## src/common/alu_pkg.sv

```systemverilog
`default_nettype none

package alu_pkg;

    //////////////////////////////////////////////////
    // datapath sizing
    //////////////////////////////////////////////////

    // full operand and result width
    localparam int data_width = 32;

    // bits handled on each clock
    localparam int chunk_width = 8;

    // clocks per operation
    localparam int chunk_count = data_width / chunk_width;

    // enough bits to index every chunk
    localparam int cnt_width = $clog2(chunk_count);

    //////////////////////////////////////////////////
    // opcodes and control states
    //////////////////////////////////////////////////

    // arithmetic first, then compares, then reductions of a
    typedef enum logic [2:0] {
        op_add = 3'd0,
        op_sub = 3'd1,
        op_eq  = 3'd2,
        op_neq = 3'd3,
        op_and = 3'd4,
        op_or  = 3'd5,
        op_xor = 3'd6
    } alu_op_t;

    // handshake sequencer states
    typedef enum logic [1:0] {
        st_idle,
        st_run,
        st_done
    } ctrl_state_t;

endpackage

`default_nettype wire
```

## src/source/chunked_alu_top.sv

```systemverilog
`default_nettype none
`timescale 1ns/1ps

module chunked_alu_top
    import alu_pkg::*;
(
    input  wire                   clk,
    input  wire                   rst,
    input  wire                   req,
    input  alu_op_t               op,
    input  wire  [data_width-1:0] a,
    input  wire  [data_width-1:0] b,
    output logic                  ack,
    output logic [data_width-1:0] result,
    output logic                  flag
);

    // control
    logic                 load;
    logic                 step;
    alu_op_t              cur_op;
    logic [cnt_width-1:0] chunk_idx;
    logic                 last_chunk;

    // chunk datapath
    logic [chunk_width-1:0] a_chunk;
    logic [chunk_width-1:0] b_chunk;
    logic                   carry_out;

    //////////////////////////////////////////////////
    // sequencing
    //////////////////////////////////////////////////

    alu_ctrl_fsm u_ctrl (
        .clk        (clk),
        .rst        (rst),
        .req        (req),
        .op         (op),
        .last_chunk (last_chunk),
        .ack        (ack),
        .load       (load),
        .step       (step),
        .cur_op     (cur_op)
    );

    chunk_counter u_cnt (
        .clk        (clk),
        .rst        (rst),
        .load       (load),
        .step       (step),
        .chunk_idx  (chunk_idx),
        .last_chunk (last_chunk)
    );

    //////////////////////////////////////////////////
    // datapath
    //////////////////////////////////////////////////

    ripple_arith u_arith (
        .clk       (clk),
        .rst       (rst),
        .load      (load),
        .step      (step),
        .cur_op    (cur_op),
        .a         (a),
        .b         (b),
        .a_chunk   (a_chunk),
        .b_chunk   (b_chunk),
        .carry_out (carry_out),
        .result    (result)
    );

    // flags follow the same chunk stream as the adder
    reduce_unit u_reduce (
        .clk       (clk),
        .rst       (rst),
        .load      (load),
        .step      (step),
        .cur_op    (cur_op),
        .a_chunk   (a_chunk),
        .b_chunk   (b_chunk),
        .carry_out (carry_out),
        .flag      (flag)
    );

endmodule

`default_nettype wire

```

## src/chunk_alu/reduce_unit.sv

```systemverilog
`default_nettype none
`timescale 1ns/1ps

module reduce_unit
    import alu_pkg::*;
(
    input  wire                   clk,
    input  wire                   rst,
    input  wire                   load,
    input  wire                   step,
    input  alu_op_t               cur_op,
    input  wire [chunk_width-1:0] a_chunk,
    input  wire [chunk_width-1:0] b_chunk,
    input  wire                   carry_out,
    output logic                  flag
);

    // running results over the chunks seen so far
    logic and_acc;
    logic or_acc;
    logic xor_acc;
    logic eq_acc;

    //////////////////////////////////////////////////
    // accumulators
    //////////////////////////////////////////////////

    // all four run in parallel whatever the opcode,
    // the flag mux picks the one that matters
    always_ff @(posedge clk) begin
        if (rst) begin
            and_acc <= 1'b0;
            or_acc  <= 1'b0;
            xor_acc <= 1'b0;
            eq_acc  <= 1'b0;
        end else if (load) begin
            // identity values for each fold
            and_acc <= 1'b1;
            or_acc  <= 1'b0;
            xor_acc <= 1'b0;
            eq_acc  <= 1'b1;
        end else if (step) begin
            and_acc <= and_acc & (&a_chunk);
            or_acc  <= or_acc | (|a_chunk);
            xor_acc <= xor_acc ^ (^a_chunk);
            // one mismatching chunk clears it for good
            eq_acc  <= eq_acc & (a_chunk == b_chunk);
        end
    end

    //////////////////////////////////////////////////
    // flag select
    //////////////////////////////////////////////////

    always_comb begin
        case (cur_op)
            op_add, op_sub: begin
                // carry or borrow out of the top bit
                flag = carry_out;
            end
            op_eq: begin
                flag = eq_acc;
            end
            op_neq: begin
                flag = ~eq_acc;
            end
            op_and: begin
                flag = and_acc;
            end
            op_or: begin
                flag = or_acc;
            end
            op_xor: begin
                flag = xor_acc;
            end
            default: begin
                flag = 1'b0;
            end
        endcase
    end

endmodule

`default_nettype wire

```

## src/chunk_alu/ripple_arith.sv

```systemverilog
`default_nettype none
`timescale 1ns/1ps

module ripple_arith
    import alu_pkg::*;
(
    input  wire                    clk,
    input  wire                    rst,
    input  wire                    load,
    input  wire                    step,
    input  alu_op_t                cur_op,
    input  wire [data_width-1:0]   a,
    input  wire [data_width-1:0]   b,
    output logic [chunk_width-1:0] a_chunk,
    output logic [chunk_width-1:0] b_chunk,
    output logic                   carry_out,
    output logic [data_width-1:0]  result
);

    // operand shift registers, low chunk sits at the bottom
    logic [data_width-1:0] a_sh;
    logic [data_width-1:0] b_sh;

    // one extra bit holds the carry or borrow of this chunk
    logic [chunk_width:0]   sum_ext;
    logic [chunk_width:0]   diff_ext;
    logic [chunk_width-1:0] res_chunk;
    logic                   carry_next;

    assign a_chunk = a_sh[chunk_width-1:0];
    assign b_chunk = b_sh[chunk_width-1:0];

    //////////////////////////////////////////////////
    // chunk adder / subtractor
    //////////////////////////////////////////////////

    assign sum_ext  = {1'b0, a_chunk} + {1'b0, b_chunk} + {{chunk_width{1'b0}}, carry_out};
    // a negative difference wraps, so the top bit reads as the borrow
    assign diff_ext = {1'b0, a_chunk} - {1'b0, b_chunk} - {{chunk_width{1'b0}}, carry_out};

    always_comb begin
        case (cur_op)
            op_add: begin
                {carry_next, res_chunk} = sum_ext;
            end
            op_sub: begin
                {carry_next, res_chunk} = diff_ext;
            end
            default: begin
                // compares and reductions leave the result at zero
                carry_next = 1'b0;
                res_chunk  = '0;
            end
        endcase
    end

    //////////////////////////////////////////////////
    // carry flop and result register
    //////////////////////////////////////////////////

    // result fills from the top, chunk 0 lands at the bottom after the last step
    always_ff @(posedge clk) begin
        if (rst) begin
            carry_out <= 1'b0;
            result    <= '0;
        end else if (load) begin
            carry_out <= 1'b0;
            result    <= '0;
        end else if (step) begin
            carry_out <= carry_next;
            result    <= {res_chunk, result[data_width-1:chunk_width]};
        end
    end

    // operand shifters
    always_ff @(posedge clk) begin
        if (load) begin
            a_sh <= a;
            b_sh <= b;
        end else if (step) begin
            a_sh <= a_sh >> chunk_width;
            b_sh <= b_sh >> chunk_width;
        end
    end

endmodule

`default_nettype wire

```

## src/source/alu_ctrl_fsm.sv

```systemverilog
`default_nettype none
`timescale 1ns/1ps

module alu_ctrl_fsm
    import alu_pkg::*;
(
    input  wire     clk,
    input  wire     rst,
    input  wire     req,
    input  alu_op_t op,
    input  wire     last_chunk,
    output logic    ack,
    output logic    load,
    output logic    step,
    output alu_op_t cur_op
);

    ctrl_state_t state;
    ctrl_state_t state_next;

    //////////////////////////////////////////////////
    // next state
    //////////////////////////////////////////////////

    always_comb begin
        state_next = state;
        case (state)
            st_idle: begin
                // new request, operands get captured this edge
                if (req) begin
                    state_next = st_run;
                end
            end
            st_run: begin
                // leave once the top chunk is stepped
                if (last_chunk) begin
                    state_next = st_done;
                end
            end
            st_done: begin
                // hold ack until the host drops req
                if (!req) begin
                    state_next = st_idle;
                end
            end
            default: begin
                state_next = st_idle;
            end
        endcase
    end

    //////////////////////////////////////////////////
    // state, ack and opcode registers
    //////////////////////////////////////////////////

    always_ff @(posedge clk) begin
        if (rst) begin
            state  <= st_idle;
            ack    <= 1'b0;
            cur_op <= op_add;
        end else begin
            state <= state_next;
            // ack tracks st_done, registered so it lines up with the state
            ack   <= (state_next == st_done);
            if (load) begin
                cur_op <= op;
            end
        end
    end

    // one capture cycle, then one step per chunk
    assign load = (state == st_idle) && req;
    assign step = (state == st_run);

    //////////////////////////////////////////////////
    // checks
    //////////////////////////////////////////////////

    // ack only comes up after the top chunk was processed
    a_ack_after_last: assert property (
        @(posedge clk) disable iff (rst)
        $rose(ack) |-> $past(state == st_run && last_chunk)
    ) else $error("alu_ctrl_fsm: ack rose without finishing the run");

    // capture and processing never overlap
    a_load_step_excl: assert property (
        @(posedge clk) disable iff (rst)
        !(load && step)
    ) else $error("alu_ctrl_fsm: load and step high together");

endmodule

`default_nettype wire

```

## src/source/chunk_counter.sv

```systemverilog
`default_nettype none
`timescale 1ns/1ps

module chunk_counter
    import alu_pkg::*;
(
    input  wire                  clk,
    input  wire                  rst,
    input  wire                  load,
    input  wire                  step,
    output logic [cnt_width-1:0] chunk_idx,
    output logic                 last_chunk
);

    //////////////////////////////////////////////////
    // chunk index
    //////////////////////////////////////////////////

    // load restarts at chunk 0, each step moves one chunk up
    // the index wraps back to 0 after the top chunk
    always_ff @(posedge clk) begin
        if (rst) begin
            chunk_idx <= '0;
        end else if (load) begin
            chunk_idx <= '0;
        end else if (step) begin
            chunk_idx <= chunk_idx + 1'b1;
        end
    end

    // top chunk is being worked on this cycle
    assign last_chunk = (chunk_idx == cnt_width'(chunk_count - 1));

    //////////////////////////////////////////////////
    // checks
    //////////////////////////////////////////////////

    // the run has to stop right after the top chunk,
    // otherwise the index would wrap into a fifth step
    a_no_step_past_last: assert property (
        @(posedge clk) disable iff (rst)
        (step && last_chunk) |=> !step
    ) else $error("chunk_counter: step seen after last chunk");

endmodule

`default_nettype wire

```

## config.mk

```make
export PLATFORM = sky130hd
export DESIGN_NAME = chunked_alu_top
export DESIGN_NICKNAME = d
export VERILOG_FILES = /design/src/common/alu_pkg.sv /design/src/source/chunked_alu_top.sv /design/src/chunk_alu/reduce_unit.sv /design/src/chunk_alu/ripple_arith.sv /design/src/source/alu_ctrl_fsm.sv /design/src/source/chunk_counter.sv
export SDC_FILE = /design/constraint.sdc
export NUM_CORES = 1
export LEC_CHECK = 0
export ABC_AREA = 1
export BUFFER_PORTS_ARGS = -buffer_cell sky130_fd_sc_hd__buf_4
export CORE_ASPECT_RATIO = 0.5
export CORE_MARGIN = 4
export CORE_UTILIZATION = 52
export CTS_BUF_LIST = sky130_fd_sc_hd__clkbuf_2
export DETAILED_ROUTE_END_ITERATION = 6
export PLACE_DENSITY_LB_ADDON = 0.1
export SLEW_MARGIN = 20
export SYNTH_ARGS = -nofsm -noshare
export SYNTH_HDL_FRONTEND = slang
export SYNTH_SLANG_ARGS = --single-unit
```

## constraint.sdc

```tcl
create_clock -name clk -period 3.2 [get_ports clk]
set_input_delay 0.96 -clock clk [delete_from_list [all_inputs] [get_ports clk]]
set_output_delay 0.96 -clock clk [all_outputs]
set_load 0.05 [all_outputs]
```

# Word level (Yosys, flattened, before mapping)
# Index checks and enable logic that the tools add are counted.
# classes
magnitude_cmp	0
mul	0
shift	0
n_reduce_logical	9
div_mod_pow	0
n_eq_ne	11
bitwise	5
mux	15
addsub	5
# op_table
operator	n
$mux W32	4
$pmux W8 S2	1
$add A8 B8 Y9	1
$add A9 B1 Y9	1
$eq A3 B3 Y1 const B	3
$sub A8 B8 Y9	1
$sub A9 B1 Y9	1
$eq A8 B8 Y1	1
$reduce_and A8 Y1	1
$reduce_or A8 Y1	1
$reduce_xor A8 Y1	1
$eq A2 B2 Y1 const B	3
$eq A3 B2 Y1 const B	2
$mux W2	3
$pmux W1 S6	1
$pmux W2 S3	1
$mux W1	4
$reduce_or A2 Y1	2
$eq A3 B1 Y1 const B	1
$logic_not A3 Y1	1
$add A2 B1 Y2 const B	1
$and A1 B1 Y1	2
$eq A2 B1 Y1 const B	1
$logic_not A2 Y1	1
other kinds (6)	6
# totals
rom_bits	0
out_inout_bits	34
latch_bits	0
n_memories	0
elab_cells	57
ramBits	0
ff_bits	109

# Logic depth before layout (Yosys ltp)
# Gate-level depths: netlist of run 1.
# depth
depth_word	4
depth_mapped	14

# Modules after synthesis
# From an unflattened synthesis of run 1, not the netlist that was laid out.
# hier_totals
cells_unflattened	713
area_unflattened_um2	5761.8
# by_module_without_submodules
mod	seq_area_each_um2	area_each_um2	instances	cells_each
ripple_arith	2582.5	4904.7	1	584
reduce_unit	80.1	501.7	1	81
alu_ctrl_fsm	120.1	260.2	1	35
chunk_counter	40.0	95.1	1	13

# Worst setup path before layout of run 1
# OpenSTA, ideal clock, no wires.
# synth_timing
path_kind	in2reg
from	input port req
to	register u_arith.a_sh[0], enable pin
required_time_ns	2.511
arrival_time_ns	2.606
stages	5
path_buffers	1
setup_slack_ns	-0.095
path_cell_list	nand2_1 -> nor2_4 -> inv_2 -> clkbuf_1 -> nand2_1
# synth_between
elab_chain_len	2
# synth_lines
item	line	source
from (decl)	chunked_alu_top.sv:9	input wire req,
$logic_and A1 B1 Y1	alu_ctrl_fsm.sv:72	assign load = (state == st_idle) && req;
$reduce_bool A2 Y1 (no line)	--	
to (signal assigned)	ripple_arith.sv:81	a_sh <= a_sh >> chunk_width;
to (decl)	ripple_arith.sv:21	logic [data_width-1:0] a_sh;
# No other way between the ends.
# A chain may end at the register's enable or synchronous reset.

# Worst setup path after layout of run 1
# layout_timing
from	register u_ctrl.cur_op[1]
to	output port flag
# layout_between
elab_chain_len	3
# layout_lines
item	line	source
from (decl)	alu_ctrl_fsm.sv:15	output alu_op_t cur_op
from (signal assigned)	alu_ctrl_fsm.sv:60	cur_op <= op_add;
from (signal assigned)	alu_ctrl_fsm.sv:66	cur_op <= op;
$eq A3 B1 Y1 or $logic_not A3 Y1 (tied branches)	reduce_unit.sv:56	case (cur_op)
$reduce_or A2 Y1	reduce_unit.sv:56	
$pmux W1 S6 (*)	reduce_unit.sv:56	
to (decl)	chunked_alu_top.sv:15	output logic flag
# Mark *: on every way between the ends. The rest lies on a longest branch, timed or not.

==> results of run 1 <==
==> state kept, by name, summed over array words and instances (netlist names) <==
register           flops
u_arith.a_sh          32
u_arith.b_sh          32
u_arith.result        32
u_ctrl.cur_op          3
u_cnt.chunk_idx        2
u_ctrl.state           2
u_arith.carry_out      1
u_ctrl.ack             1
u_reduce.and_acc       1
u_reduce.eq_acc        1
u_reduce.or_acc        1
u_reduce.xor_acc       1
==> worst paths after layout <==
kind	start	to	slack [ns]	cells past startpoint
max	u_ctrl.cur_op[1]$_SDFFE_PP0P_	flag	0.51	6
min	u_arith.result[6]$_SDFFE_PP0P_	u_arith.result[6]$_SDFFE_PP0P_	0.49	2
max reg2reg	u_arith.a_sh[0]$_DFFE_PP_	u_arith.result[28]$_SDFFE_PP0P_	0.91	11
min reg2reg	u_arith.result[6]$_SDFFE_PP0P_	u_arith.result[6]$_SDFFE_PP0P_	0.49	2
==> cell usage in the layout, fill, tap and decap left out, drive strengths merged <==
cell and instances:
xnor2 3, nor2 45, clkinv 2, or2 3
o21a 1, xor2 3, clkbuf 9, nand3 27
edfxtp 64, buf 109, nand4 5, fa 4
o211ai 3, a22oi 1, inv 79, clkinvlp 1
nand3b 3, bufinv 1, o21ai 14, nor3 1
ha 31, a41o 1, a31oi 1, nand2 255
a21oi 46, dfxtp 45, o21bai 1
==> where the power goes <==
part | switching (mW) | total, mW | leakage (nW) | internal [mW]
registers | 0.0651 | 1.71 | 1.01 | 1.65
clock network | 0.468 | 0.660 | 0.0761 | 0.193
logic | 0.570 | 0.916 | 2.03 | 0.347
total | 1.10 | 3.29 | 3.12 | 2.19
==> worst max-delay path: stages (launching register included) <==
cell and delay (ns):
dfxtp_1 0.46, inv_1 0.11, o21ai_0 0.15, nand2_1 0.07, o211ai_1 0.09, nand2_1 0.08
buf_4 0.19
==> through the flow <==
stage | std cells | setup slack, ns
after detailed placement | 882 | 0.9610
after CTS | 898 | 0.4589
after global placement | 882 | 1.003
final | 898 | 0.5119
after global routing | 898 | 0.3464
after floorplan | 657 | 0.5198
==> layout make-up <==
class | count | share of cell area [%]
clock inverters | 7 | 1.216
multi-input cells | 448 | 34.84
flip-flops and latches | 109 | 43.53
repair buffers | 109 | 12.62
clock buffers | 9 | 0.6946
well taps | 140 | 2.701
inverters | 76 | 4.399
==> layer usage <==
| layer | routed length (um) | part of all wire [%] | up-vias |
|---|---|---|---|
| met3 | 849 | 7.6 | 5 |
| met4 | 40 | 0.36 | 0 |
| met1 | 5293 | 47 | 1899 |
| met5 | 0 | 0 | - |
| li1 | - | - | 2276 |
| met2 | 5020 | 45 | 107 |
==> logic make-up after synthesis <==
kind of cell	count (synthesis)	synth area share, %
simple gates	339	25.02
flops	109	51.35
buf+inv	100	7.580
compound gates	68	6.579
fa+ha+maj	35	8.514
xor+xnor	6	0.9562
==> results.json, run 1 <==
{
  "status": "finished, final reports clean",
  "clk_latency_ns": 0.59,
  "cts_sinks": 109,
  "ios": 104,
  "maxSlewHeadroom_pct": 55.67,
  "cts_root_buffer": "clkbuf_2",
  "endpoint_kind": "primary output",
  "ys_ff_latch": 109,
  "clock_path_buffers": 2,
  "dpl-instance-area_mm2": 0.006361,
  "fp.dieW_um": 153.4,
  "syn_area_per_cell_um2": 8.366,
  "maxSlewViolCount": 0,
  "hp-class": "flop to flop",
  "rows": 26,
  "multiInputGateArea_mm2": 0.002260,
  "drt_iter0_markers": 189,
  "cp_max_fo": 5,
  "setup_tns_ns": 0,
  "setup_violations": 0,
  "clkTransAtPathRegs_ns": 0.29,
  "n_antenna_cell": 0,
  "p_total_mw": 3.288,
  "use_met2_pct": 30.66,
  "cap_violations": 0,
  "synth_common_cells": "nand2_1, inv_1, edfxtp_1",
  "yosysMostFrequentCell": "nand2_1",
  "ir_worst_vdd_v": 0.0001998,
  "synth_area_leaders": "edfxtp_1, nand2_1, dfxtp_1, ha_1, inv_1",
  "hold_viol": 0,
  "yosysWarnings": 0,
  "p_leak_nw": 3.117,
  "via_per_inst": 4.774,
  "cts_tree": "yes",
  "fmax_mhz": 372.0,
  "antenna_found_initial": 0,
  "final.fill_count": 899,
  "yosysSeqAreaShare_pct": 51.35,
  "grt_pass1_vias": 4001,
  "ant_nets": 0,
  "seqCellArea_mm2": 0.002823,
  "synth.distinct_cells": 29,
  "fin_crit_ns": 2.688,
  "cp.arrival_ns": 1.73,
  "synth-main-ff-cell": "edfxtp_1",
  "port_buffers": 103,
  "met1_usage_pct": 24.22,
  "worstSetupPathType": "flop to primary output",
  "grt_util_met3_pct": 6.835,
  "postLayoutCoreUtil_pct": 63.28,
  "detail_route.wl_per_cell_um": 12.48,
  "grt.busiest_layer": "met2",
  "drive_above_1_share_pct": 17.94,
  "die_area_mm2": 0.01238,
  "synth_edf_count": 64,
  "finalInstanceArea_mm2": 0.006485,
  "fin_nets": 858,
  "core_region_area_mm2": 0.01025,
  "start_util_pct": 53.64,
  "synth_fp_nets": 762,
  "yosysTopAreaCellShare_pct": 34.96,
  "cts_made_buffers": 9,
  "async_flop_share_pct": 0,
  "worst_slew_pin_slew_ns": 0.6650,
  "dieHeight_um": 80.70,
  "cts_setup_buffers": 0,
  "num_vias": 4287,
  "critical_path_required_ns": 2.24,
  "period_share_pct": 84.00,
  "area_growth_pct": 17.98,
  "h-tree-depth": 3,
  "cts.repair.resized": 0,
  "first_pass_iters": 5,
  "syn-cell-area_mm2": 0.005497,
  "fin_skew_ns": 0.02991,
  "synth_cells": 657,
  "holdBufCountCts": 0,
  "startpoint_type": "flop",
  "rsz0062_at_grt": "no",
  "dp_hpwl_mm": 8.141,
  "grt_overflow": 0,
  "drc_errors": 0,
  "place.gp.congestion": 0.8319,
  "hold_ws_ns": 0.4862,
  "grt_max_degree": 72,
  "grt_pass1_wl_mm": 18.56,
  "wl_mm": 11.21,
  "synth_top_cell_by_area": "edfxtp_1",
  "grt_usage_pct": 18.63,
  "pwr_density_cell_mw_per_mm2": 507.0
}
Note: power is estimated with default switching activity, not from simulation.
==> run 2: changes to the inputs <==
==> constraint.sdc (replaced) <==
create_clock -name clk -period 2.4 [get_ports clk]
set_input_delay 0.72 -clock clk [delete_from_list [all_inputs] [get_ports clk]]
set_output_delay 0.72 -clock clk [all_outputs]
set_load 0.05 [all_outputs]
==> results.json, run 2 (synthesis results as in run 1) <==
{
  "status": "finished, final reports clean",
  "grt_usage_pct": 18.34,
  "hold_viol": 0,
  "worst-path-buf-inv": 2,
  "n_antenna_cell": 0,
  "h-tree-depth": 3,
  "maxSlewViolCount": 0,
  "finalNonFillerCells": 901,
  "cp_max_fo": 3,
  "die_area_mm2": 0.01238,
  "antenna_found_initial": 0,
  "ir_worst_vdd_v": 0.0002409,
  "hp-class": "primary input to flop",
  "p_leak_nw": 3.125,
  "final_cell_mix": "nand2_1, buf_4, inv_1",
  "fin_nets": 861,
  "drt_iter0_markers": 236,
  "ant_nets": 0,
  "endpoint_kind": "primary output",
  "detail_route.wl_per_cell_um": 12.44,
  "fmax_mhz": 441.2,
  "cts_sinks": 109,
  "clkTransAtPathRegs_ns": 0.26,
  "placedCellCount": 884,
  "start_util_pct": 53.64,
  "port_buffers": 103,
  "drc_errors": 0,
  "period_share_pct": 94.44,
  "fin_skew_ns": 0.02759,
  "maxSlewHeadroom_pct": 68.15,
  "ios": 104,
  "wl_mm": 11.21,
  "p_total_mw": 4.273,
  "setup_tns_ns": 0,
  "fp.dieW_um": 153.4,
  "fin_crit_ns": 2.267,
  "critical_path_required_ns": 1.68,
  "dp_hpwl_mm": 8.165,
  "core_region_area_mm2": 0.01025,
  "grt_pass1_vias": 3903,
  "cp.arrival_ns": 1.55,
  "worstSetupPathType": "flop to primary output",
  "top_regs": "u_arith.a_sh (32), u_arith.b_sh (32), u_arith.result (32)",
  "grt_overflow": 0,
  "path_cells": "inv_2 -> o21ai_1 -> nand2_1 -> o211ai_1 -> nand2_1 -> buf_4",
  "critPathMaxStageDelay_ns": 0.44,
  "place.gp.congestion": 0.8805,
  "num_vias": 4264,
  "clock_path_buffers": 2,
  "drive_above_1_share_pct": 18.92,
  "area_growth_pct": 18.30,
  "postLayoutCoreUtil_pct": 63.46,
  "dieHeight_um": 80.70,
  "cts_tree": "yes",
  "pwr_density_cell_mw_per_mm2": 657.2,
  "cts_root_buffer": "clkbuf_2",
  "layout_commonest_cell": "nand2_1",
  "cts_made_buffers": 9,
  "grt_pass1_wl_mm": 18.40,
  "via_per_inst": 4.733,
  "cp_slowest_cell": "dfxtp_1",
  "crit_top_cell": "nand2_1",
  "clk_latency_ns": 0.57,
  "grt_max_degree": 51,
  "rsz0062_at_grt": "no",
  "startpoint_type": "flop",
  "cap_violations": 0,
  "critical_path.top_delay_family": "flip-flops",
  "rows": 26,
  "worst_slew_pin_slew_ns": 0.4778,
  "first_pass_iters": 4,
  "setup_violations": 0
}
[run 2: changes by cell type in the layout (fill, tap and decap cells not counted), sizes merged]
cell    previous run  this run
bufinv             1         0
buf              109       112
clkbuf             9        10
[run 2: stage by stage]
step / hold slack, ns / cell area (um2) / setup slack, ns
floorplan: 0.4330 / 5504 / 0.2776
global placement: 0.4489 / 6394 / 0.2120
detailed placement: 0.4549 / 6394 / 0.1642
CTS: 0.3030 / 6497 / 0.02441
global route: 0.3002 / 6502 / 0.007076
finish: 0.3506 / 6502 / 0.1333
[run 2: worst reg2reg max path, delay by kind of cell, from the launching register on]
kind	cells	cell delay, ns
adder cells (fa/ha/maj)	2	0.81
AND/OR/NAND/NOR	6	0.57
AO/OA/AOI/OAI	1	0.09
buffers and inverters	2	0.11
flip-flops	1	0.57
[run 2: layout make-up]
class / count / area [um2]
Multi-Input combinational cell: 448 / 2267
Clock inverter: 6 / 45.04
Sequential cell: 109 / 2826
Fill cell: 919 / 3745
Clock buffer: 10 / 50.05
Tap cell: 140 / 175.2
Inverter: 76 / 285.3
Timing Repair Buffer: 112 / 853.3
[run 2: path summary, 6_finish.rpt]
| check | start | end | slack (ns) | cells after the start |
|---|---|---|---|---|
| setup / recovery | u_ctrl.cur_op[0]$_SDFFE_PP0P_ | flag | 0.13 | 6 |
| hold / removal | rst | u_ctrl.ack$_SDFF_PP0_ | 0.35 | 2 |
| setup reg to reg | u_arith.a_sh[0]$_DFFE_PP_ | u_arith.result[28]$_SDFFE_PP0P_ | 0.21 | 11 |
| hold reg to reg | u_arith.result[4]$_SDFFE_PP0P_ | u_arith.result[4]$_SDFFE_PP0P_ | 0.48 | 2 |
[run 2: what timing repair did]
action | CTS | global route
hold buffers | 0 | 0
cloned | 0 | 0
endpoints found under the setup margin | 1 | 2
resized for setup | 1 | 6
setup buffers | 1 | 0
[run 2: where the power goes]
part / leakage [nW] / internal [mW] / switching, mW
registers: 1.01 / 2.19 / 0.0855
clock network: 0.0623 / 0.152 / 0.600
logic: 2.05 / 0.474 / 0.768
total: 3.12 / 2.82 / 1.45
[run 2: metal layers]
metal	wire, um	vias up	global-route usage, %
met2	4950	104	30.09
met4	65	0	3.172
li1	-	2281	-
met5	0	-	0
met1	5339	1871	23.95
met3	853	8	6.835
==> run 3: changes to the inputs <==
==> constraint.sdc (replaced) <==
create_clock -name clk -period 2 [get_ports clk]
set_input_delay 0.6 -clock clk [delete_from_list [all_inputs] [get_ports clk]]
set_output_delay 0.6 -clock clk [all_outputs]
set_load 0.05 [all_outputs]
==> results.json, run 3 (synthesis results as in run 1) <==
{
  "status": "complete, but fails checks",
  "violations": "negative setup slack",
  "antenna_found_initial": 0,
  "clk_latency_ns": 0.56,
  "final_cell_mix": "nand2_1, buf_4, inv_1",
  "cts_made_buffers": 9,
  "start_util_pct": 53.64,
  "clkTransAtPathRegs_ns": 0.30,
  "finalInstanceArea_mm2": 0.006900,
  "critical_path_required_ns": 1.40,
  "cts_tree": "yes",
  "h-tree-depth": 3,
  "pwr_density_cell_mw_per_mm2": 797.4,
  "via_per_inst": 4.840,
  "maxSlewViolCount": 0,
  "p_switching_mw": 1.903,
  "holdBufCountCts": 0,
  "p_leak_nw": 3.282,
  "ios": 104,
  "drive_above_1_share_pct": 25.10,
  "finalNonFillerCells": 925,
  "fin_nets": 885,
  "grt_pass1_vias": 4102,
  "grt_pass1_wl_mm": 19.15,
  "clock_path_buffers": 2,
  "clkPwrFrac_pct": 17.2,
  "p_comb_share_pct": 33.2,
  "p_int_mw": 3.600,
  "cts_sinks": 109,
  "worst_slew_pin_slew_ns": 0.4716,
  "top_regs": "u_arith.a_sh (32), u_arith.b_sh (32), u_arith.result (32)",
  "layout_commonest_cell": "nand2_1",
  "detail_route.wl_per_cell_um": 13.01,
  "cap_violations": 0,
  "swShare_pct": 34.58,
  "ant_nets": 0,
  "startpoint_type": "flop",
  "cp_max_fo": 2,
  "port_buffers": 103,
  "dieHeight_um": 80.70,
  "die_area_mm2": 0.01238,
  "first_pass_iters": 4,
  "p_total_mw": 5.502,
  "wl_mm": 12.03,
  "fin_crit_ns": 2.150,
  "fin_skew_ns": 0.02613,
  "dpl-instance-area_mm2": 0.006575,
  "num_vias": 4477,
  "placedCellCount": 901,
  "cp.arrival_ns": 1.55,
  "grt_overflow": 0,
  "pre_cts_slack_ns": -0.09491,
  "worstSetupPathType": "flop to primary output",
  "rows": 26,
  "grt_usage_pct": 19.24,
  "fmax_mhz": 465.0,
  "place.gp.congestion": 0.8202,
  "setup_ws_ns": -0.1504,
  "core_region_area_mm2": 0.01025,
  "endpoint_kind": "primary output",
  "hold_viol": 0,
  "period_share_pct": 107.5,
  "drc_errors": 0,
  "dp_hpwl_mm": 8.824,
  "setup_violations": 6,
  "seq_power_share_pct": 49.6,
  "fp.dieW_um": 153.4,
  "ir_worst_vdd_v": 0.0004110,
  "grt_max_degree": 51,
  "area_growth_pct": 25.54,
  "cts_root_buffer": "clkbuf_2",
  "n_antenna_cell": 0,
  "hp-class": "primary input to flop",
  "rsz0062_at_grt": "yes",
  "drt_iter0_markers": 222,
  "maxSlewHeadroom_pct": 68.56
}
[run 3: what timing repair did]
action / in CTS / in global routing
setup buffers: 6 / 3
pin swaps: 12 / 12
setup endpoints to repair: 5 / 9
gates resized for setup: 25 / 22
[run 3: power by group through the flow]
stage	clock, mW	combinational [mW]	sequential [mW]
2_1_floorplan	0	1.05	2.80
3_3_place_gp	0	1.57	2.77
3_5_place_dp	0	1.62	2.78
4_1_cts	0.984	1.68	2.73
5_1_grt	1.05	2.06	2.75
6_report	0.945	1.83	2.73
[run 3: path summary, 6_finish.rpt]
path	cells past startpoint	slack, ns	start	endpoint
setup / recovery	6	-0.15	u_arith.carry_out$_SDFFE_PP0P_	flag
hold / removal	2	0.22	rst	u_ctrl.ack$_SDFF_PP0_
setup reg to reg	13	-0.14	u_arith.carry_out$_SDFFE_PP0P_	u_arith.result[28]$_SDFFE_PP0P_
hold reg to reg	2	0.48	u_arith.result[3]$_SDFFE_PP0P_	u_arith.result[3]$_SDFFE_PP0P_
[run 3: final cells by class]
cell class	instances	area, um2
clock inverters	6	51.30
flip-flops and latches	109	2830
repair buffers	136	1082
well taps	140	175.2
inverters	76	287.8
fillers	862	3347
multi-input cells	448	2424
clock buffers	10	50.05
[run 3: per-layer routing]
layer  global-route usage (%)  vias to the layer above  wire (um)
met1                    25.17                     2012       5523
met2                    31.71                      118       5527
li1                         -                     2336          -
met3                    6.297                       11        858
met5                        0                        -          0
met4                    4.317                        0        124
[run 3: critical path: stages, from the launching register on]
cell     delay (ns)
dfxtp_2        0.42
inv_2          0.05
buf_6          0.11
a21oi_2        0.10
o21ai_1        0.08
nand2_1        0.09
buf_6          0.16
[run 3: metrics by stage]
step / util (%) / hold slack (ns) / setup TNS [ns]
2_1_floorplan: - / 0.4330 / 0
3_3_place_gp: 64.16 / 0.4494 / -0.03419
3_5_place_dp: 64.16 / 0.4558 / -0.2521
4_1_cts: 66.01 / 0.1687 / -0.2358
5_1_grt: 67.34 / 0.1592 / -1.140
6_report: 67.34 / 0.2234 / -0.4638
